File: config.mk
export PLATFORM = sky130hd
export DESIGN_NAME = roundKeyStore
export DESIGN_NICKNAME = d
export VERILOG_FILES = /design/src/hw/aesPkg.sv /design/src/hw/roundKeyStore.sv
export VERILOG_INCLUDE_DIRS = /design/src /design/src/hw
export SDC_FILE = /design/constraint.sdc
export NUM_CORES = 2
export LEC_CHECK = 0
export ABC_AREA = 1
export BUFFER_PORTS_ARGS = -buffer_cell sky130_fd_sc_hd__buf_4
export CORE_AREA = 2 2 607 609
export CTS_CLUSTER_SIZE = 8
export DETAILED_ROUTE_END_ITERATION = 10
export DIE_AREA = 0 0 609 611
export PLACE_DENSITY_LB_ADDON = 0.12
export SYNTH_ARGS = -nofsm -noshare
export SYNTH_HDL_FRONTEND = slang
export SYNTH_SLANG_ARGS = --single-unit
File: constraint.sdc
create_clock -name clk -period 51.2 [get_ports clk]
set_input_delay 7.68 -clock clk [delete_from_list [all_inputs] [get_ports clk]]
set_output_delay 7.68 -clock clk [all_outputs]
set_load 0.02 [all_outputs]
File: src/hw/aesSboxTable.svh
// ******************************
// forward AES S-box only, no inverse table
// needs byte_t in scope before it is included
// ******************************

`ifndef AES_SBOX_TABLE_SVH
`define AES_SBOX_TABLE_SVH

    // entry n is the substitute of byte value n
    localparam byte_t SBOX_TABLE [256] = '{
        8'h63, 8'h7c, 8'h77, 8'h7b, 8'hf2, 8'h6b, 8'h6f, 8'hc5,
        8'h30, 8'h01, 8'h67, 8'h2b, 8'hfe, 8'hd7, 8'hab, 8'h76,
        8'hca, 8'h82, 8'hc9, 8'h7d, 8'hfa, 8'h59, 8'h47, 8'hf0,
        8'had, 8'hd4, 8'ha2, 8'haf, 8'h9c, 8'ha4, 8'h72, 8'hc0,
        8'hb7, 8'hfd, 8'h93, 8'h26, 8'h36, 8'h3f, 8'hf7, 8'hcc,
        8'h34, 8'ha5, 8'he5, 8'hf1, 8'h71, 8'hd8, 8'h31, 8'h15,
        8'h04, 8'hc7, 8'h23, 8'hc3, 8'h18, 8'h96, 8'h05, 8'h9a,
        8'h07, 8'h12, 8'h80, 8'he2, 8'heb, 8'h27, 8'hb2, 8'h75,
        8'h09, 8'h83, 8'h2c, 8'h1a, 8'h1b, 8'h6e, 8'h5a, 8'ha0,
        8'h52, 8'h3b, 8'hd6, 8'hb3, 8'h29, 8'he3, 8'h2f, 8'h84,
        8'h53, 8'hd1, 8'h00, 8'hed, 8'h20, 8'hfc, 8'hb1, 8'h5b,
        8'h6a, 8'hcb, 8'hbe, 8'h39, 8'h4a, 8'h4c, 8'h58, 8'hcf,
        8'hd0, 8'hef, 8'haa, 8'hfb, 8'h43, 8'h4d, 8'h33, 8'h85,
        8'h45, 8'hf9, 8'h02, 8'h7f, 8'h50, 8'h3c, 8'h9f, 8'ha8,
        8'h51, 8'ha3, 8'h40, 8'h8f, 8'h92, 8'h9d, 8'h38, 8'hf5,
        8'hbc, 8'hb6, 8'hda, 8'h21, 8'h10, 8'hff, 8'hf3, 8'hd2,
        8'hcd, 8'h0c, 8'h13, 8'hec, 8'h5f, 8'h97, 8'h44, 8'h17,
        8'hc4, 8'ha7, 8'h7e, 8'h3d, 8'h64, 8'h5d, 8'h19, 8'h73,
        8'h60, 8'h81, 8'h4f, 8'hdc, 8'h22, 8'h2a, 8'h90, 8'h88,
        8'h46, 8'hee, 8'hb8, 8'h14, 8'hde, 8'h5e, 8'h0b, 8'hdb,
        8'he0, 8'h32, 8'h3a, 8'h0a, 8'h49, 8'h06, 8'h24, 8'h5c,
        8'hc2, 8'hd3, 8'hac, 8'h62, 8'h91, 8'h95, 8'he4, 8'h79,
        8'he7, 8'hc8, 8'h37, 8'h6d, 8'h8d, 8'hd5, 8'h4e, 8'ha9,
        8'h6c, 8'h56, 8'hf4, 8'hea, 8'h65, 8'h7a, 8'hae, 8'h08,
        8'hba, 8'h78, 8'h25, 8'h2e, 8'h1c, 8'ha6, 8'hb4, 8'hc6,
        8'he8, 8'hdd, 8'h74, 8'h1f, 8'h4b, 8'hbd, 8'h8b, 8'h8a,
        8'h70, 8'h3e, 8'hb5, 8'h66, 8'h48, 8'h03, 8'hf6, 8'h0e,
        8'h61, 8'h35, 8'h57, 8'hb9, 8'h86, 8'hc1, 8'h1d, 8'h9e,
        8'he1, 8'hf8, 8'h98, 8'h11, 8'h69, 8'hd9, 8'h8e, 8'h94,
        8'h9b, 8'h1e, 8'h87, 8'he9, 8'hce, 8'h55, 8'h28, 8'hdf,
        8'h8c, 8'ha1, 8'h89, 8'h0d, 8'hbf, 8'he6, 8'h42, 8'h68,
        8'h41, 8'h99, 8'h2d, 8'h0f, 8'hb0, 8'h54, 8'hbb, 8'h16
    };

`endif

File: src/hw/aesPkg.sv
// ******************************
// AES-128 only: ten rounds, 128-bit key and block
// the S-box table comes from aesSboxTable.svh on the include path
// ******************************

package aesPkg;

    // one byte of key or state
    typedef logic [7:0] byte_t;

    // a column of four bytes, byte 0 is the most significant
    typedef byte_t [0:3] word_t;

    // key, plaintext, ciphertext and single round keys
    typedef logic [127:0] block_t;

    // the cipher state seen either as bytes or as columns
    // bytes are in column-major order, so bytes[4*c + r] is row r of column c
    typedef union packed {
        byte_t [0:15] bytes;
        word_t [0:3]  cols;
    } aesState_u;

    // number of cipher rounds after the initial key addition
    localparam int NUM_ROUNDS = 10;

    // round key 0 is the raw key, round key 10 is used by the final round
    typedef block_t [0:NUM_ROUNDS] roundKeys_t;

    // index into the round keys, 0 to 10
    typedef logic [3:0] roundIdx_t;

`include "aesSboxTable.svh"

    // forward S-box substitution of one byte
    function automatic byte_t sboxLookup(input byte_t in);
        return SBOX_TABLE[in];
    endfunction

endpackage

File: src/hw/roundKeyStore.sv
// ******************************
// writes are refused while lock is high
// a write in the start cycle is hidden until that block finishes
// ******************************

`timescale 1ns/1ps

module roundKeyStore
    import aesPkg::*;
(
    input  logic       clk,
    input  logic       rst,
    input  logic       wrEn,
    input  logic       lock,
    input  roundKeys_t roundKeys,
    input  roundIdx_t  rdIdx,
    output block_t     rdKey
);

    roundKeys_t keyRegs;
    roundKeys_t shadowKeys;
    roundKeys_t readKeys;
    logic       holdOld;
    logic       wrAccept;

    assign wrAccept = wrEn && !lock;

    // holdOld marks that the last accepted write may have landed together with a start
    // it stays set for as long as the cipher holds the lock
    always_ff @(posedge clk)
    begin
        if (rst)
        begin
            keyRegs <= '0;
            holdOld <= 1'b0;
        end
        else if (wrAccept)
        begin
            keyRegs <= roundKeys;
            holdOld <= 1'b1;
        end
        else if (!lock)
        begin
            holdOld <= 1'b0;
        end
    end

    // copy of the schedule that was live before the last write
    always_ff @(posedge clk)
    begin
        if (wrAccept)
        begin
            shadowKeys <= keyRegs;
        end
    end

    // a block started in the write cycle keeps reading the old schedule
    assign readKeys = (lock && holdOld) ? shadowKeys : keyRegs;

    assign rdKey = (rdIdx <= roundIdx_t'(NUM_ROUNDS)) ? readKeys[rdIdx] : '0;

endmodule

======== Yosys cells after proc, flatten, opt, wreduce, memory -nomap -nowiden ========
Cells that the tools add are included.
W data, S select, Z words.
word-level totals
  register bits ........................... 2,817
  bits of input ports ..................... 1,416
  output and inout port bits .............. 128
  word-level logic and storage cells ...... 37
operators by class
  magnitude comparators ................... 2
  eq/ne operators ......................... 1
  mux-type cells .......................... 7
  bitwise gates (word level) .............. 1
  reductions and logical operators ........ 3
operator list
  operator              number
  $mux W1408            1
  $bmux W128 S4         1
  $mux W128             3
  $ge A5 B5 Y1 const B  1
  $not A4 Y5            1
  $le A4 B4 Y1 const B  1
  $logic_and A1 B1 Y1   2
  $mux W1               2
  $ne A2 B1 Y1 const B  1
  $logic_not A1 Y1      1

======== Longest topological paths before layout ========
  depth after elaboration ................. 6
  depth in mapped cells ................... 13
  mapped depth without buffers ............ 9

======== Least setup slack after synthesis ========
Ideal clock, no wire load.
  path type ............................... input to register
  from .................................... in lock
  to ...................................... reg shadowKeys[0] in the netlist's numbering, enable pin
  setup time .............................. 2,319 ps
  data arrival time ....................... 45,989 ps
  data required time ...................... 48,881 ps
  path slack .............................. 2,892 ps
  stages on the path ...................... 3
  buffers on the path ..................... 2
  cells stage by stage .................... buf_4 -> nor2_4 -> clkbuf_1
on the way
  cells in the longest elaborated chain, start to end .. 2
ends and longest elaborated chain
  what                  RTL line             text
  from (decl)           roundKeyStore.sv:14  input logic lock,
  $logic_not A1 Y1      -
  $logic_and A1 B1 Y1   roundKeyStore.sv:26  assign wrAccept = wrEn && !lock;
  net wrAccept          roundKeyStore.sv:24  logic wrAccept;
  to (signal assigned)  roundKeyStore.sv:53  shadowKeys <= keyRegs;
  to (decl)             roundKeyStore.sv:21  roundKeys_t shadowKeys;
The timed path passes the listed nets, and every way through them passes these cells.
A chain may end at the register's enable or synchronous reset.

======== Worst setup path after layout ========
  from .................................... in lock
  to ...................................... out rdKey[32]
on the way
  cells in the longest elaborated chain, start to end .. 6
ends and longest elaborated chain
  what                                           RTL line             text
  $logic_and A1 B1 Y1                            roundKeyStore.sv:58  assign readKeys = (lock && holdOld) ? shadowKeys : keyRegs;
  $mux W1408                                     roundKeyStore.sv:58
  $bmux W128 S4                                  roundKeyStore.sv:60  assign rdKey = (rdIdx <= roundIdx_t'(NUM_ROUNDS)) ? readKeys[rdIdx] : '0;
  $mux W128 (implied by the code) (2 in series)  roundKeyStore.sv:60
  $mux W128                                      roundKeyStore.sv:60
  to (decl)                                      roundKeyStore.sv:17  output block_t rdKey
No other way between the ends. The select of a mux whose other input is x is not followed.

==> reports/metrics.csv <==
metric,value,unit
placeableCoreArea,365000,um^2
slowest_delay,0.95,ns
power_density,38.7,nW/um^2
place.gp.congestion,0.920,
chipHeight,611,um
cp_data_arrival_time,13.26,ns
post-route-util,40.6,%
synthDistinctLibCells,23,
synth_xor_area_share,0,%
synth-compound-area-share,11.5,%
cts_tree,done,
detailed_place.area,136000,um^2
cts_root_buf,clkbuf_16,
irDropWorstVdd,0.0276,mV
postCtsSetupBuffers,0,
fin_cells,20800,
main_combinational_cell_family_by_area_after_synthesis,simple AND/OR/NAND/NOR gates,
critical_path.startpoint_type,primary input,
critical_path_slowest_stage_cell,buf_4,
routed_wirelength,588000,um
regArea,70500,um^2
cts.clk_slew.worst_paths,0.06,ns
numPortBuffers,1543,
standard_cell_row_count,222,
drtAntennaViolNets,0,
finalSetupTns,0,ns
power.total,5.74,mW
grt_antenna_before_repair,139,
post-place-ws,30.41,ns
critical_path_peak_fanout,198,
yosys_warn_count,0,
dr.pass1.iters,6,
ys_top_cells_by_area,"edfxtp_1 35%, dfxtp_1 23%, nand2_1 13%",
hold_ws,0.378,ns
global_route_met1_utilization,39.8,%
crit_path_frequent_cell,buf_4,
finalCritPeriodShare,40.9,%
clock_skew,0.0696,ns
start_util,33.4,%
drv_slew,0,
synth_area_leader_cell,edfxtp_1,
top_ff_cell_synth,dfxtp_1,
dp_hpwl,420000,um
h-tree-depth,5,
cts_hold_repair.buffers,0,
max_freq,0.0477,GHz
timing.hold.worst.class,register to register,
seq_area_frac_synth,57.7,%
detail_route.drc_violations,0,
net_count_of_the_finished_layout,17000,
layout-drive-gt1-share,13.4,%
grt_overflow_total,0,
yosys.area.top_type_share,34.6,%
clock-sinks,2817,
worstMarginPinSlew,1.15,ns
synth-edff-count,1408,
worst_skew_pair_latency,0.98,ns
die_area,372000,um^2
areaGrowthSynthToFinish,21.5,%
cts_resized,0,
synth_adder_area_share,0,%
groute.layer.met2.usage,46.2,%
number_of_register_bits_inferred_by_synthesis,2817,
rsz0062_at_grt,no,
grt_pass1_wl,798000,um
synth.avg_cell_area,8.40,um^2
routed-via-count,105000,
maximum_number_of_pins_on_one_net_before_global_route_repair,204,
filler_cell_count,37600,
syn_nets,16000,
dr.first_iter.drc_count,11300,
layout_setup_ws,30.26,ns
chipWidth,609,um
setup.worst_path.end_class,primary output,
mappedNetlistArea,122000,um^2
final_hold_viols,0,
number_of_global_route_vias_before_repair,99500,
floorplan.io_pins,1544,
multiInputGateArea,41800,um^2
report.final.setup_viol,0,
final_period_minus_worst_setup_slack,20.94,ns
use_met3,5.04,%
p_leak,61.3,nW
post_drt_via_cell_ratio,5.07,
placed_cells,20000,
synthArstFlopShare,0,%
muxShareOfSynthArea,0,%
synthSimpleGateAreaFrac,22.7,%
status,"finished, final reports clean",
cts_bufs_inserted,394,
max_cap_viol_count,0,
busiest_layer,met2,
slew_headroom,23.0,%
grt_use_total,30.4,%
clockBufferDepth,4,
route.detailed.wl_per_inst,28.3,um
postSynthCellCount,14500,
stdcell_area,148000,um^2
path_cells,"buf_4, nand2_8, buf_4, buf_12, buf_4, buf_4, o21ai_1, o211ai_1, nand3_1, nand2_1, buf_4",
critPathRequiredTime,43.52,ns
worstSetupPathType,primary input to primary output,
## final timing paths
| check | from | end | slack (ns) | depth (start not counted) |
|---|---|---|---|---|
| worst min-delay path | keyRegs[1127] | shadowKeys[1127] | 0.38 | 0 |
| worst min register to register | keyRegs[1127] | shadowKeys[1127] | 0.38 | 0 |
| worst max-delay path | lock | rdKey[32] | 30.26 | 11 |
| worst max register to register | holdOld | holdOld | 49.97 | 2 |
## where the power goes
| group | internal, mW | switching [mW] | total [mW] |
|---|---|---|---|
| Sequential | 2.50 | 0.0511 | 2.55 |
| Clock | 1.47 | 1.04 | 2.51 |
| Combinational | 0.203 | 0.475 | 0.678 |
## cell families after synthesis
group | Yosys count
compound gates | 2303
buf+inv | 2429
simple gates | 6991
flops | 2817
## area by class of cell
class / count / share of cell area (%)
diodes: 90 / 0.152
clock buffers: 686 / 7.54
clock inverters: 25 / 0.262
repair buffers: 1684 / 8.77
inverters: 1379 / 3.52
multi-input cells: 9294 / 28.2
flip-flops and latches: 2817 / 47.5
well taps: 4816 / 4.06
## cells in the final DEF, fill, tap and decap left out, drive strengths merged
cell type / count
nand2: 4284
buf: 1684
nor2: 1647
dfxtp: 1409
edfxtp: 1408
inv: 1387
nand3: 976
a211oi: 878
a21oi: 743
clkbuf: 686
o21ai: 553
o211ai: 128
diode: 90
or2: 84
clkinv: 17
o21bai: 1
## cell usage after synthesis (128+ instances only)
cell type,instances
a211oi_1,878
a21oi_1,743
buf_2,419
clkbuf_1,521
dfxtp_1,1409
edfxtp_1,1408
inv_1,1376
nand2_1,4283
nand3_1,976
nor2_1,1646
o211ai_1,128
o21ai_0,297
o21ai_1,256
## routing by layer
metal	share of wire (%)	wire length [um]
met5	0.048	282
met4	7.0	41100
met3	6.7	39200
met2	44	262000
met1	42	246000
## critical path: cells and delay by family
family | cells | cell delay, ns
AND/OR/NAND/NOR | 3 | 1.04
buffers and inverters | 6 | 3.52
AO/OA/AOI/OAI | 2 | 0.37
## state kept, by name (all words and copies together) (netlist names)
register and flops:
shadowKeys 1408, keyRegs 1408, holdOld 1
(Power assumes the default switching activity.)
