===== src/hw/aesSboxTable.svh =====
// ******************************
// forward AES S-box only, no inverse table
// needs byte_t in scope before it is included
// ******************************

`ifndef AES_SBOX_TABLE_SVH
`define AES_SBOX_TABLE_SVH

    // entry n is the substitute of byte value n
    localparam byte_t SBOX_TABLE [256] = '{
        8'h63, 8'h7c, 8'h77, 8'h7b, 8'hf2, 8'h6b, 8'h6f, 8'hc5,
        8'h30, 8'h01, 8'h67, 8'h2b, 8'hfe, 8'hd7, 8'hab, 8'h76,
        8'hca, 8'h82, 8'hc9, 8'h7d, 8'hfa, 8'h59, 8'h47, 8'hf0,
        8'had, 8'hd4, 8'ha2, 8'haf, 8'h9c, 8'ha4, 8'h72, 8'hc0,
        8'hb7, 8'hfd, 8'h93, 8'h26, 8'h36, 8'h3f, 8'hf7, 8'hcc,
        8'h34, 8'ha5, 8'he5, 8'hf1, 8'h71, 8'hd8, 8'h31, 8'h15,
        8'h04, 8'hc7, 8'h23, 8'hc3, 8'h18, 8'h96, 8'h05, 8'h9a,
        8'h07, 8'h12, 8'h80, 8'he2, 8'heb, 8'h27, 8'hb2, 8'h75,
        8'h09, 8'h83, 8'h2c, 8'h1a, 8'h1b, 8'h6e, 8'h5a, 8'ha0,
        8'h52, 8'h3b, 8'hd6, 8'hb3, 8'h29, 8'he3, 8'h2f, 8'h84,
        8'h53, 8'hd1, 8'h00, 8'hed, 8'h20, 8'hfc, 8'hb1, 8'h5b,
        8'h6a, 8'hcb, 8'hbe, 8'h39, 8'h4a, 8'h4c, 8'h58, 8'hcf,
        8'hd0, 8'hef, 8'haa, 8'hfb, 8'h43, 8'h4d, 8'h33, 8'h85,
        8'h45, 8'hf9, 8'h02, 8'h7f, 8'h50, 8'h3c, 8'h9f, 8'ha8,
        8'h51, 8'ha3, 8'h40, 8'h8f, 8'h92, 8'h9d, 8'h38, 8'hf5,
        8'hbc, 8'hb6, 8'hda, 8'h21, 8'h10, 8'hff, 8'hf3, 8'hd2,
        8'hcd, 8'h0c, 8'h13, 8'hec, 8'h5f, 8'h97, 8'h44, 8'h17,
        8'hc4, 8'ha7, 8'h7e, 8'h3d, 8'h64, 8'h5d, 8'h19, 8'h73,
        8'h60, 8'h81, 8'h4f, 8'hdc, 8'h22, 8'h2a, 8'h90, 8'h88,
        8'h46, 8'hee, 8'hb8, 8'h14, 8'hde, 8'h5e, 8'h0b, 8'hdb,
        8'he0, 8'h32, 8'h3a, 8'h0a, 8'h49, 8'h06, 8'h24, 8'h5c,
        8'hc2, 8'hd3, 8'hac, 8'h62, 8'h91, 8'h95, 8'he4, 8'h79,
        8'he7, 8'hc8, 8'h37, 8'h6d, 8'h8d, 8'hd5, 8'h4e, 8'ha9,
        8'h6c, 8'h56, 8'hf4, 8'hea, 8'h65, 8'h7a, 8'hae, 8'h08,
        8'hba, 8'h78, 8'h25, 8'h2e, 8'h1c, 8'ha6, 8'hb4, 8'hc6,
        8'he8, 8'hdd, 8'h74, 8'h1f, 8'h4b, 8'hbd, 8'h8b, 8'h8a,
        8'h70, 8'h3e, 8'hb5, 8'h66, 8'h48, 8'h03, 8'hf6, 8'h0e,
        8'h61, 8'h35, 8'h57, 8'hb9, 8'h86, 8'hc1, 8'h1d, 8'h9e,
        8'he1, 8'hf8, 8'h98, 8'h11, 8'h69, 8'hd9, 8'h8e, 8'h94,
        8'h9b, 8'h1e, 8'h87, 8'he9, 8'hce, 8'h55, 8'h28, 8'hdf,
        8'h8c, 8'ha1, 8'h89, 8'h0d, 8'hbf, 8'he6, 8'h42, 8'h68,
        8'h41, 8'h99, 8'h2d, 8'h0f, 8'hb0, 8'h54, 8'hbb, 8'h16
    };

`endif


===== src/hw/aesPkg.sv =====
// ******************************
// AES-128 only: ten rounds, 128-bit key and block
// the S-box table comes from aesSboxTable.svh on the include path
// ******************************

package aesPkg;

    // one byte of key or state
    typedef logic [7:0] byte_t;

    // a column of four bytes, byte 0 is the most significant
    typedef byte_t [0:3] word_t;

    // key, plaintext, ciphertext and single round keys
    typedef logic [127:0] block_t;

    // the cipher state seen either as bytes or as columns
    // bytes are in column-major order, so bytes[4*c + r] is row r of column c
    typedef union packed {
        byte_t [0:15] bytes;
        word_t [0:3]  cols;
    } aesState_u;

    // number of cipher rounds after the initial key addition
    localparam int NUM_ROUNDS = 10;

    // round key 0 is the raw key, round key 10 is used by the final round
    typedef block_t [0:NUM_ROUNDS] roundKeys_t;

    // index into the round keys, 0 to 10
    typedef logic [3:0] roundIdx_t;

`include "aesSboxTable.svh"

    // forward S-box substitution of one byte
    function automatic byte_t sboxLookup(input byte_t in);
        return SBOX_TABLE[in];
    endfunction

endpackage


===== src/hw/aesCipher.sv =====
// ******************************
// one block in flight, starts while busy are dropped
// done comes 11 cycles after the accepting edge
// ******************************

`timescale 1ns/1ps

module aesCipher
    import aesPkg::*;
(
    input  logic      clk,
    input  logic      rst,
    input  logic      start,
    input  block_t    dataIn,
    input  block_t    rdKey,
    output roundIdx_t rdIdx,
    output logic      busy,
    output logic      done,
    output block_t    dataOut
);

    // counter value of the output step that follows round 10
    localparam roundIdx_t OUT_STEP = roundIdx_t'(NUM_ROUNDS + 1);

    aesState_u state;
    aesState_u subState;
    aesState_u shiftState;
    aesState_u mixState;
    aesState_u keyState;
    aesState_u nextState;
    roundIdx_t round;
    logic      lastRound;
    logic      inRound;
    logic      accept;

    // multiply by x in GF(2^8)
    function automatic byte_t xtime(input byte_t b);
        return {b[6:0], 1'b0} ^ (b[7] ? 8'h1b : 8'h00);
    endfunction

    function automatic word_t mixColumn(input word_t col);
        word_t m;
        m[0] = xtime(col[0]) ^ (xtime(col[1]) ^ col[1]) ^ col[2] ^ col[3];
        m[1] = col[0] ^ xtime(col[1]) ^ (xtime(col[2]) ^ col[2]) ^ col[3];
        m[2] = col[0] ^ col[1] ^ xtime(col[2]) ^ (xtime(col[3]) ^ col[3]);
        m[3] = (xtime(col[0]) ^ col[0]) ^ col[1] ^ col[2] ^ xtime(col[3]);
        return m;
    endfunction

    assign accept    = start && !busy;
    assign lastRound = (round == roundIdx_t'(NUM_ROUNDS));
    assign inRound   = busy && (round != '0) && (round != OUT_STEP);
    assign keyState  = rdKey;

    // round 0 is read while idle so the start cycle can add the raw key
    assign rdIdx = (round <= roundIdx_t'(NUM_ROUNDS)) ? round : '0;

    always_comb
    begin
        for (int i = 0; i < 16; i++)
        begin
            subState.bytes[i] = sboxLookup(state.bytes[i]);
        end
    end

    // row r moves left by r columns
    always_comb
    begin
        for (int c = 0; c < 4; c++)
        begin
            for (int r = 0; r < 4; r++)
            begin
                shiftState.bytes[4*c + r] = subState.bytes[4*((c + r) % 4) + r];
            end
        end
    end

    always_comb
    begin
        for (int c = 0; c < 4; c++)
        begin
            mixState.cols[c] = mixColumn(shiftState.cols[c]);
        end
    end

    // the final round has no MixColumns
    always_comb
    begin
        for (int c = 0; c < 4; c++)
        begin
            nextState.cols[c] = (lastRound ? shiftState.cols[c] : mixState.cols[c])
                                ^ keyState.cols[c];
        end
    end

    always_ff @(posedge clk)
    begin
        if (accept)
        begin
            state <= dataIn ^ rdKey;
        end
        else if (inRound)
        begin
            state <= nextState;
        end
    end

    // round counts 1 to 10, then one output step, then busy drops after done
    always_ff @(posedge clk)
    begin
        if (rst)
        begin
            busy    <= 1'b0;
            done    <= 1'b0;
            round   <= '0;
            dataOut <= '0;
        end
        else
        begin
            done <= 1'b0;
            if (accept)
            begin
                busy  <= 1'b1;
                round <= roundIdx_t'(1);
            end
            else if (busy && done)
            begin
                busy <= 1'b0;
            end
            else if (round == OUT_STEP)
            begin
                dataOut <= state;
                done    <= 1'b1;
                round   <= '0;
            end
            else if (inRound)
            begin
                round <= round + 1'b1;
            end
        end
    end

endmodule


===== config.mk =====
export PLATFORM = sky130hd
export DESIGN_NAME = aesCipher
export DESIGN_NICKNAME = d
export VERILOG_FILES = /design/src/hw/aesPkg.sv /design/src/hw/aesCipher.sv
export VERILOG_INCLUDE_DIRS = /design/src /design/src/hw
export SDC_FILE = /design/constraint.sdc
export NUM_CORES = 2
export LEC_CHECK = 0
export ABC_CLOCK_PERIOD_IN_PS = 21700
export CAP_MARGIN = 20
export CORE_ASPECT_RATIO = 0.5
export CORE_MARGIN = 10
export CORE_UTILIZATION = 42
export CTS_CLUSTER_DIAMETER = 40
export CTS_CLUSTER_SIZE = 14
export DETAILED_ROUTE_END_ITERATION = 16
export DONT_BUFFER_PORTS = 1
export PLACE_DENSITY = 0.57
export SLEW_MARGIN = 20
export SYNTH_ARGS = -nofsm -noshare
export SYNTH_HDL_FRONTEND = slang
export SYNTH_SLANG_ARGS = --single-unit

===== constraint.sdc =====
create_clock -name clk -period 21.7 [get_ports clk]
set_input_delay 0 -clock clk [delete_from_list [all_inputs] [get_ports clk]]
set_output_delay 0 -clock clk [all_outputs]
set_load 0.01 [all_outputs]

### Word level (Yosys, flattened, before mapping)

Memory sizes are Yosys's and may differ from the RTL's.
Index checks and enable logic that the tools add are counted.

| word-level totals | value |
|---|---|
| register bits after elaboration | 262 |
| ROM bits | 32768 |
| bits of input ports | 259 |
| output and inout bits | 134 |
| logic and storage cells | 224 |
| memories | 16 |

Memories:

| memory | depth | width | rd ports | clocked after Yosys merged registers in | wr ports | line | RTL |
|---|---|---|---|---|---|---|---|
| (no name shown) | 256 | 8 | 1 | 0 | 0 | aesPkg.sv:37 | `return SBOX_TABLE[in];` |
| (no name shown) | 256 | 8 | 1 | 0 | 0 | aesPkg.sv:37 |  |
| (no name shown) | 256 | 8 | 1 | 0 | 0 | aesPkg.sv:37 |  |
| (no name shown) | 256 | 8 | 1 | 0 | 0 | aesPkg.sv:37 |  |
| (no name shown) | 256 | 8 | 1 | 0 | 0 | aesPkg.sv:37 |  |
| (no name shown) | 256 | 8 | 1 | 0 | 0 | aesPkg.sv:37 |  |
| 10 more memories | n/a | n/a | n/a | n/a | n/a | n/a |  |

| operators by class | value |
|---|---|
| add/sub/neg operators | 1 |
| order comparisons | 17 |
| equality and inequality tests | 4 |
| mux-type cells | 62 |
| bitwise logic cells | 103 |
| reduce and logical (&&, ||, !) cells | 15 |

Operators by type and width:

| operator | number |
|---|---|
| bitwise XOR 8 bit | 64 |
| two-way mux 128 bit | 2 |
| two-way mux 8 bit | 32 |
| greater-or-equal comparator 9 bit (second input constant) | 16 |
| inverter 8 -> 9 bit | 16 |
| two-way mux 32 bit | 4 |
| bitwise XOR 128 bit | 1 |
| bitwise XOR 32 bit | 4 |
| bitwise XOR 8 x 5 -> 8 bit | 16 |
| two-way mux 5 bit | 16 |
| two-way mux 4 bit | 3 |
| == test 4 bit (second input constant) | 2 |
| nonzero test 2 bit | 3 |
| two-way mux 1 bit | 5 |
| adder 4 x 1 -> 4 bit (second input constant) | 1 |
| less-or-equal comparator 4 bit (second input constant) | 1 |
| logical AND 1 bit | 4 |
| != test 4 bit (second input constant) | 1 |
| AND reduction 2 bit | 2 |
| nonzero test 4 bit | 1 |
| AND reduction 3 bit | 1 |
| nonzero test 3 bit | 1 |
| OR reduction 3 bit | 1 |
| != test 2 bit (second input constant) | 1 |
| 3 further kinds | 4 |

### Logic depth before layout (Yosys ltp)

| logic depth | value |
|---|---|
| word-level depth | 14 |
| mapped depth | 17 |
| gate-level depth less buffers | 13 |

### Worst setup path after synthesis

No wires, ideal clock.

| timing | value |
|---|---|
| path kind | register -> register |
| start point | register round[2] |
| end point | register state[0] (netlist name) (enable) |
| library setup time | 693 ps |
| data arrival time | 7469 ps |
| required time | 21007 ps |
| path slack | 13538 ps |
| stages on the path, launching flop included | 3 |
| path buffers | 0 |
| clock period less this slack | 8162 ps |
| cells stage by stage | dfxtp_1 -> inv_1 -> a31oi_1 |

| on the way | value |
|---|---|
| longest elaborated chain between the ends | 4 |
| elaborated cells between the ends (all ways) | 5 |
| classes of those cells | eq/ne (1); reduce/logical (4) |

Ends and longest elaborated chain:

| element | line | RTL |
|---|---|---|
| from (decl) | aesCipher.sv:31 | `roundIdx_t round;` |
| from (signal assigned) | aesCipher.sv:124 | `round <= roundIdx_t'(1);` |
| from (signal assigned) | aesCipher.sv:138 | `round <= round + 1'b1;` |
| nonzero test 4 bit | aesCipher.sv:52 | `assign inRound = busy && (round != '0) && (round != OUT_STEP);` |
| logical AND 1 bit | aesCipher.sv:52 |  |
| logical AND 1 bit * | aesCipher.sv:52 |  |
| nonzero test 2 bit (no line) * | n/a |  |
| to (signal assigned) | aesCipher.sv:100 | `state <= dataIn ^ rdKey;` |
| to (signal assigned) | aesCipher.sv:104 | `state <= nextState;` |
| to (decl) | aesCipher.sv:25 | `aesState_u state;` |

Mark *: on every way between the ends. The rest lies on a longest branch, timed or not.
A chain may end at the register's enable or synchronous reset.

### Worst setup path in the final report

| timing | value |
|---|---|
| start point | register state[104] (netlist name) |
| end point | register state[49] (netlist name) (data pin) |

| on the way | value |
|---|---|
| longest elaborated chain between the ends | 13 |

Ends and longest elaborated chain:

| element | line | RTL |
|---|---|---|
| inverter 8 -> 9 bit (not written as such) * | aesPkg.sv:37 |  |
| memory (256 x 8 bit) * | n/a |  |
| two-way mux 8 bit (not written as such) * (2 in a row) | aesPkg.sv:37 |  |
| two-way mux 5 bit | aesCipher.sv:38 | `return {b[6:0], 1'b0} ^ (b[7] ? 8'h1b : 8'h00);` |
| bitwise XOR 8 x 5 -> 8 bit | aesCipher.sv:38 |  |
| bitwise XOR 8 bit * (3 in a row) | aesCipher.sv:44 | `m[1] = col[0] ^ xtime(col[1]) ^ (xtime(col[2]) ^ col[2]) ^ col[3];` |
| two-way mux 32 bit * | aesCipher.sv:91 | `nextState.cols[c] = (lastRound ? shiftState.cols[c] : mixState.cols[c])` |
| bitwise XOR 32 bit * | aesCipher.sv:92 | `^ keyState.cols[c];` |
| two-way mux 128 bit * | aesCipher.sv:102 | `else if (inRound)` |
| two-way mux 128 bit * | aesCipher.sv:98 | `if (accept)` |

Mark *: on every way between the ends. The rest lies on a longest branch, timed or not. The select of a mux whose other input is x is not followed.

==> impl_results.md <==
* Sequential cell area at around 6500 sq um
* Most frequent cells in the layout: nand2_1, a21oi_1, o21ai_0
* TritonRoute pass-1 iters at 10
* Total congestion overflow at 0
* Initial DRC count at roughly 20k
* Mean Syn Cell Area at just under 7 sq um
* Die X at between 600 and 700 microns
* Cell Area, Synth at about 71,000 sq um
* Worst path max stage delay at 0.84 ns
* Synth Net Count at ~11k
* Mapped Cells at approximately 10k
* Critical path required time at 22.21 ns
* Clk_skew at ~0.068 ns
* I/O Pins at ~400
* Gr usage total at 0.373
* Clock Latency Late Sink at ~0.70 ns
* Die height at 310 microns
* Post-synth EDFFs at roughly 130
* Post-synth top flop: dfxtp_1
* Num CTS Buffers at 46
* # DRC at 0
* Max Fanout on Critical Path at 29
* Area taken by multi-input logic gates at a little under 60,000 sq um
* Synth Area in Adders at 0.0418
* Commonest non-fill, non-tap cell in the layout: nand2_1
* Largest family of logic cells by synthesized area: compound AO/OA/AOI/OAI gates
* Crit path buffers/inverters at 4
* Vias in the first global route at 78.9k
* Effective utilization at floorplan at 0.423
* CP startpoint kind: register
* HP Start: dataIn[61]
* First-pass GRT wire length at ~550,000 microns
* CTS sink count at between 200 and 300
* Routability-driven placement congestion ratio at 1.10
* Netlist cell types at 113
* Compound-Gate Fraction of Synth Area at 0.375
* Routed WL per cell at between 30 and 40 microns
* Sequential area share after synthesis at 0.0921
* Post-synthesis simple-gate area fraction at 0.248
* Largest net degree at the start of global routing at ~140
* Crit. End Element: register
* Die ar. at between 150,000 and 200,000 sq um
* Crit Reg-Reg Startpoint: state[104]$_DFFE_PP_
* Initial antenna violation count at ~50
* DP Wirelength at roughly 260,000 microns
* FP Rows at approximately 110
* Setup Fix Bufs, Post-CTS at 0
* Post_cts resized at 0
* Final hold violation count at 0
* FILL cells at about 18k
* Worst Setup SP: state[104]$_DFFE_PP_
* Clock Tree Root: clkbuf_16
* Worst EP arrival at roughly 7.6 ns
* Fraction of layout instances using a drive strength above 1 at 0.0821
* Dpl ws at about 15 ns
* Maximum clock rate at 142 MHz
* Placed inst area at around 70,000 sq um
* Post-route minimum period at 7.06 ns
* Post-synth ARST share at 0
* Clk slew on worst S/H paths at about 0.060 ns
* Slew HR at 0.198
* Htree depth at 2
* Max cap viols at 0
* Synthesized flop and latch total at 262
* Tightest Pin Transition at roughly 1.2 ns
* Worst min path class: in2reg
* Post-route ant nets at 0
* CTS tree: built
* Vias post-DR at between 80k and 90k
* Synth-to-layout area growth at 5.11%
* RSZ-0062 raised after global routing: no
* Synth warn at 0
* Worst setup path class: reg2reg
* Tcrit/Tclk final at 0.326
* CP Cell Sequence: buf_4 > inv_1 > ha_1 > nand2b_1 > o22ai_1 > a211oi_1 > o311ai_0 > nand3_1 > o21ai_1 > xnor2_1 > xor2_1 > xnor2_1 > nand4_1 > dlygate4sd3_1 > o311ai_1 > dlygate4sd3_1
* Detailed Route WL at between 300,000 and 400,000 microns
* Via density at about 7.4
* Final Instance Area at about 74,000 sq um
* Setup TNS Final at 0 ns
* Post-synthesis mux area share at 0.0811
* Layout Nets at 10.2k
* XOR/XNOR Fraction of Synth Area at 0.0758
* Core Area at between 150,000 and 200,000 sq um
* Slew Viols, Final at 0
* Number of setup violations in the final report at 0
* Clk buf depth at 3
* Delay-heaviest family, CP: buffers and inverters
* Hold_buf cts at 260
* CP max-delay cell: ha_1
* Setup ws final at between 10 and 15 ns
* Outcome: finished, final reports clean
* Port Buffers at 0
[registers in the layout, summed over array words and instances, names as in the netlist]
register  cells
dataOut     128
state       128
round         4
busy          1
done          1
[per-stage QoR]
stage | instances | utilization | hold slack, ns
2_1_floorplan | 10400 | - | 0.195
3_3_place_gp | 11600 | 0.419 | 0.0862
3_5_place_dp | 11600 | 0.419 | 0.0893
4_1_cts | 12000 | 0.444 | 0.00973
5_1_grt | 12000 | 0.445 | 0.0645
6_report | 12000 | 0.445 | 0.0649
[synthesized netlist by cell type, types with 43 or more instances]
library cell / n / area, sq um
nand2_1: 1027 / 3850
a21oi_1: 969 / 4850
o21ai_0: 808 / 4040
nor2_1: 740 / 2780
clkbuf_1: 680 / 2550
buf_2: 391 / 1960
xnor2_1: 383 / 3350
nor3_1: 344 / 1720
nand2b_1: 340 / 2130
nor2b_1: 302 / 1890
nand3_1: 292 / 1460
a31oi_1: 252 / 1580
ha_1: 230 / 2880
a211oi_1: 208 / 1560
mux4_2: 202 / 4550
o211ai_1: 181 / 1360
a311oi_1: 165 / 1450
xor2_1: 161 / 1410
o311ai_0: 157 / 1380
inv_1: 137 / 514
dfxtp_1: 134 / 2680
edfxtp_1: 128 / 3840
o22ai_1: 128 / 801
o31ai_1: 109 / 818
or2_2: 106 / 663
a221oi_1: 88 / 771
buf_1: 88 / 330
and2_1: 84 / 526
buf_4: 74 / 556
mux2i_1: 73 / 731
o221ai_1: 68 / 596
a211o_1: 63 / 552
a21o_1: 63 / 473
a2111oi_0: 62 / 543
and3_1: 60 / 375
nor3b_1: 57 / 428
nor4_1: 57 / 357
o21a_1: 53 / 398
or3_1: 52 / 325
o2111ai_1: 51 / 447
a311o_1: 43 / 430
[worst paths after layout]
path	endpoint	slack [ns]	depth (start not counted)
max	state[49]$_DFFE_PP_	14.64	16
min reg2reg	dataOut[112]$_SDFFE_PP0P_	0.51	2
max reg2reg	state[49]$_DFFE_PP_	14.64	16
min	state[61]$_DFFE_PP_	0.06	2
[cell families (layout without fill, tap and decap cells)]
kind of cell,after synthesis,in the layout
buffers and inverters,1412,765
multiplexers,315,315
AND/OR/NAND/NOR,3600,3600
flip-flops,262,262
other,0,53
adder cells (fa/ha/maj),238,238
XOR/XNOR,572,572
AO/OA/AOI/OAI,3955,3955
[layout make-up]
cell class              instances  share of cell area
diodes                         53             0.00178
flip-flops and latches        262              0.0877
clock buffers                  50              0.0159
clock inverters                36             0.00444
inverters                     171             0.00862
multi-input cells            8680               0.783
repair buffers                508              0.0605
well taps                    2268              0.0381
[metal layers]
| layer | wire length [microns] | global-route usage | vias up |
|---|---|---|---|
| met4 | 24300 | 0.193 | 14 |
| met5 | 100 | 0 | - |
| li1 | - | - | 37800 |
| met2 | 153000 | 0.539 | 7939 |
| met3 | 57200 | 0.119 | 1469 |
| met1 | 144000 | 0.496 | 41900 |
Power is left out: the tool's default activity adds up to more than one toggle a clock period on the data nets, which glitch-free logic cannot reach.
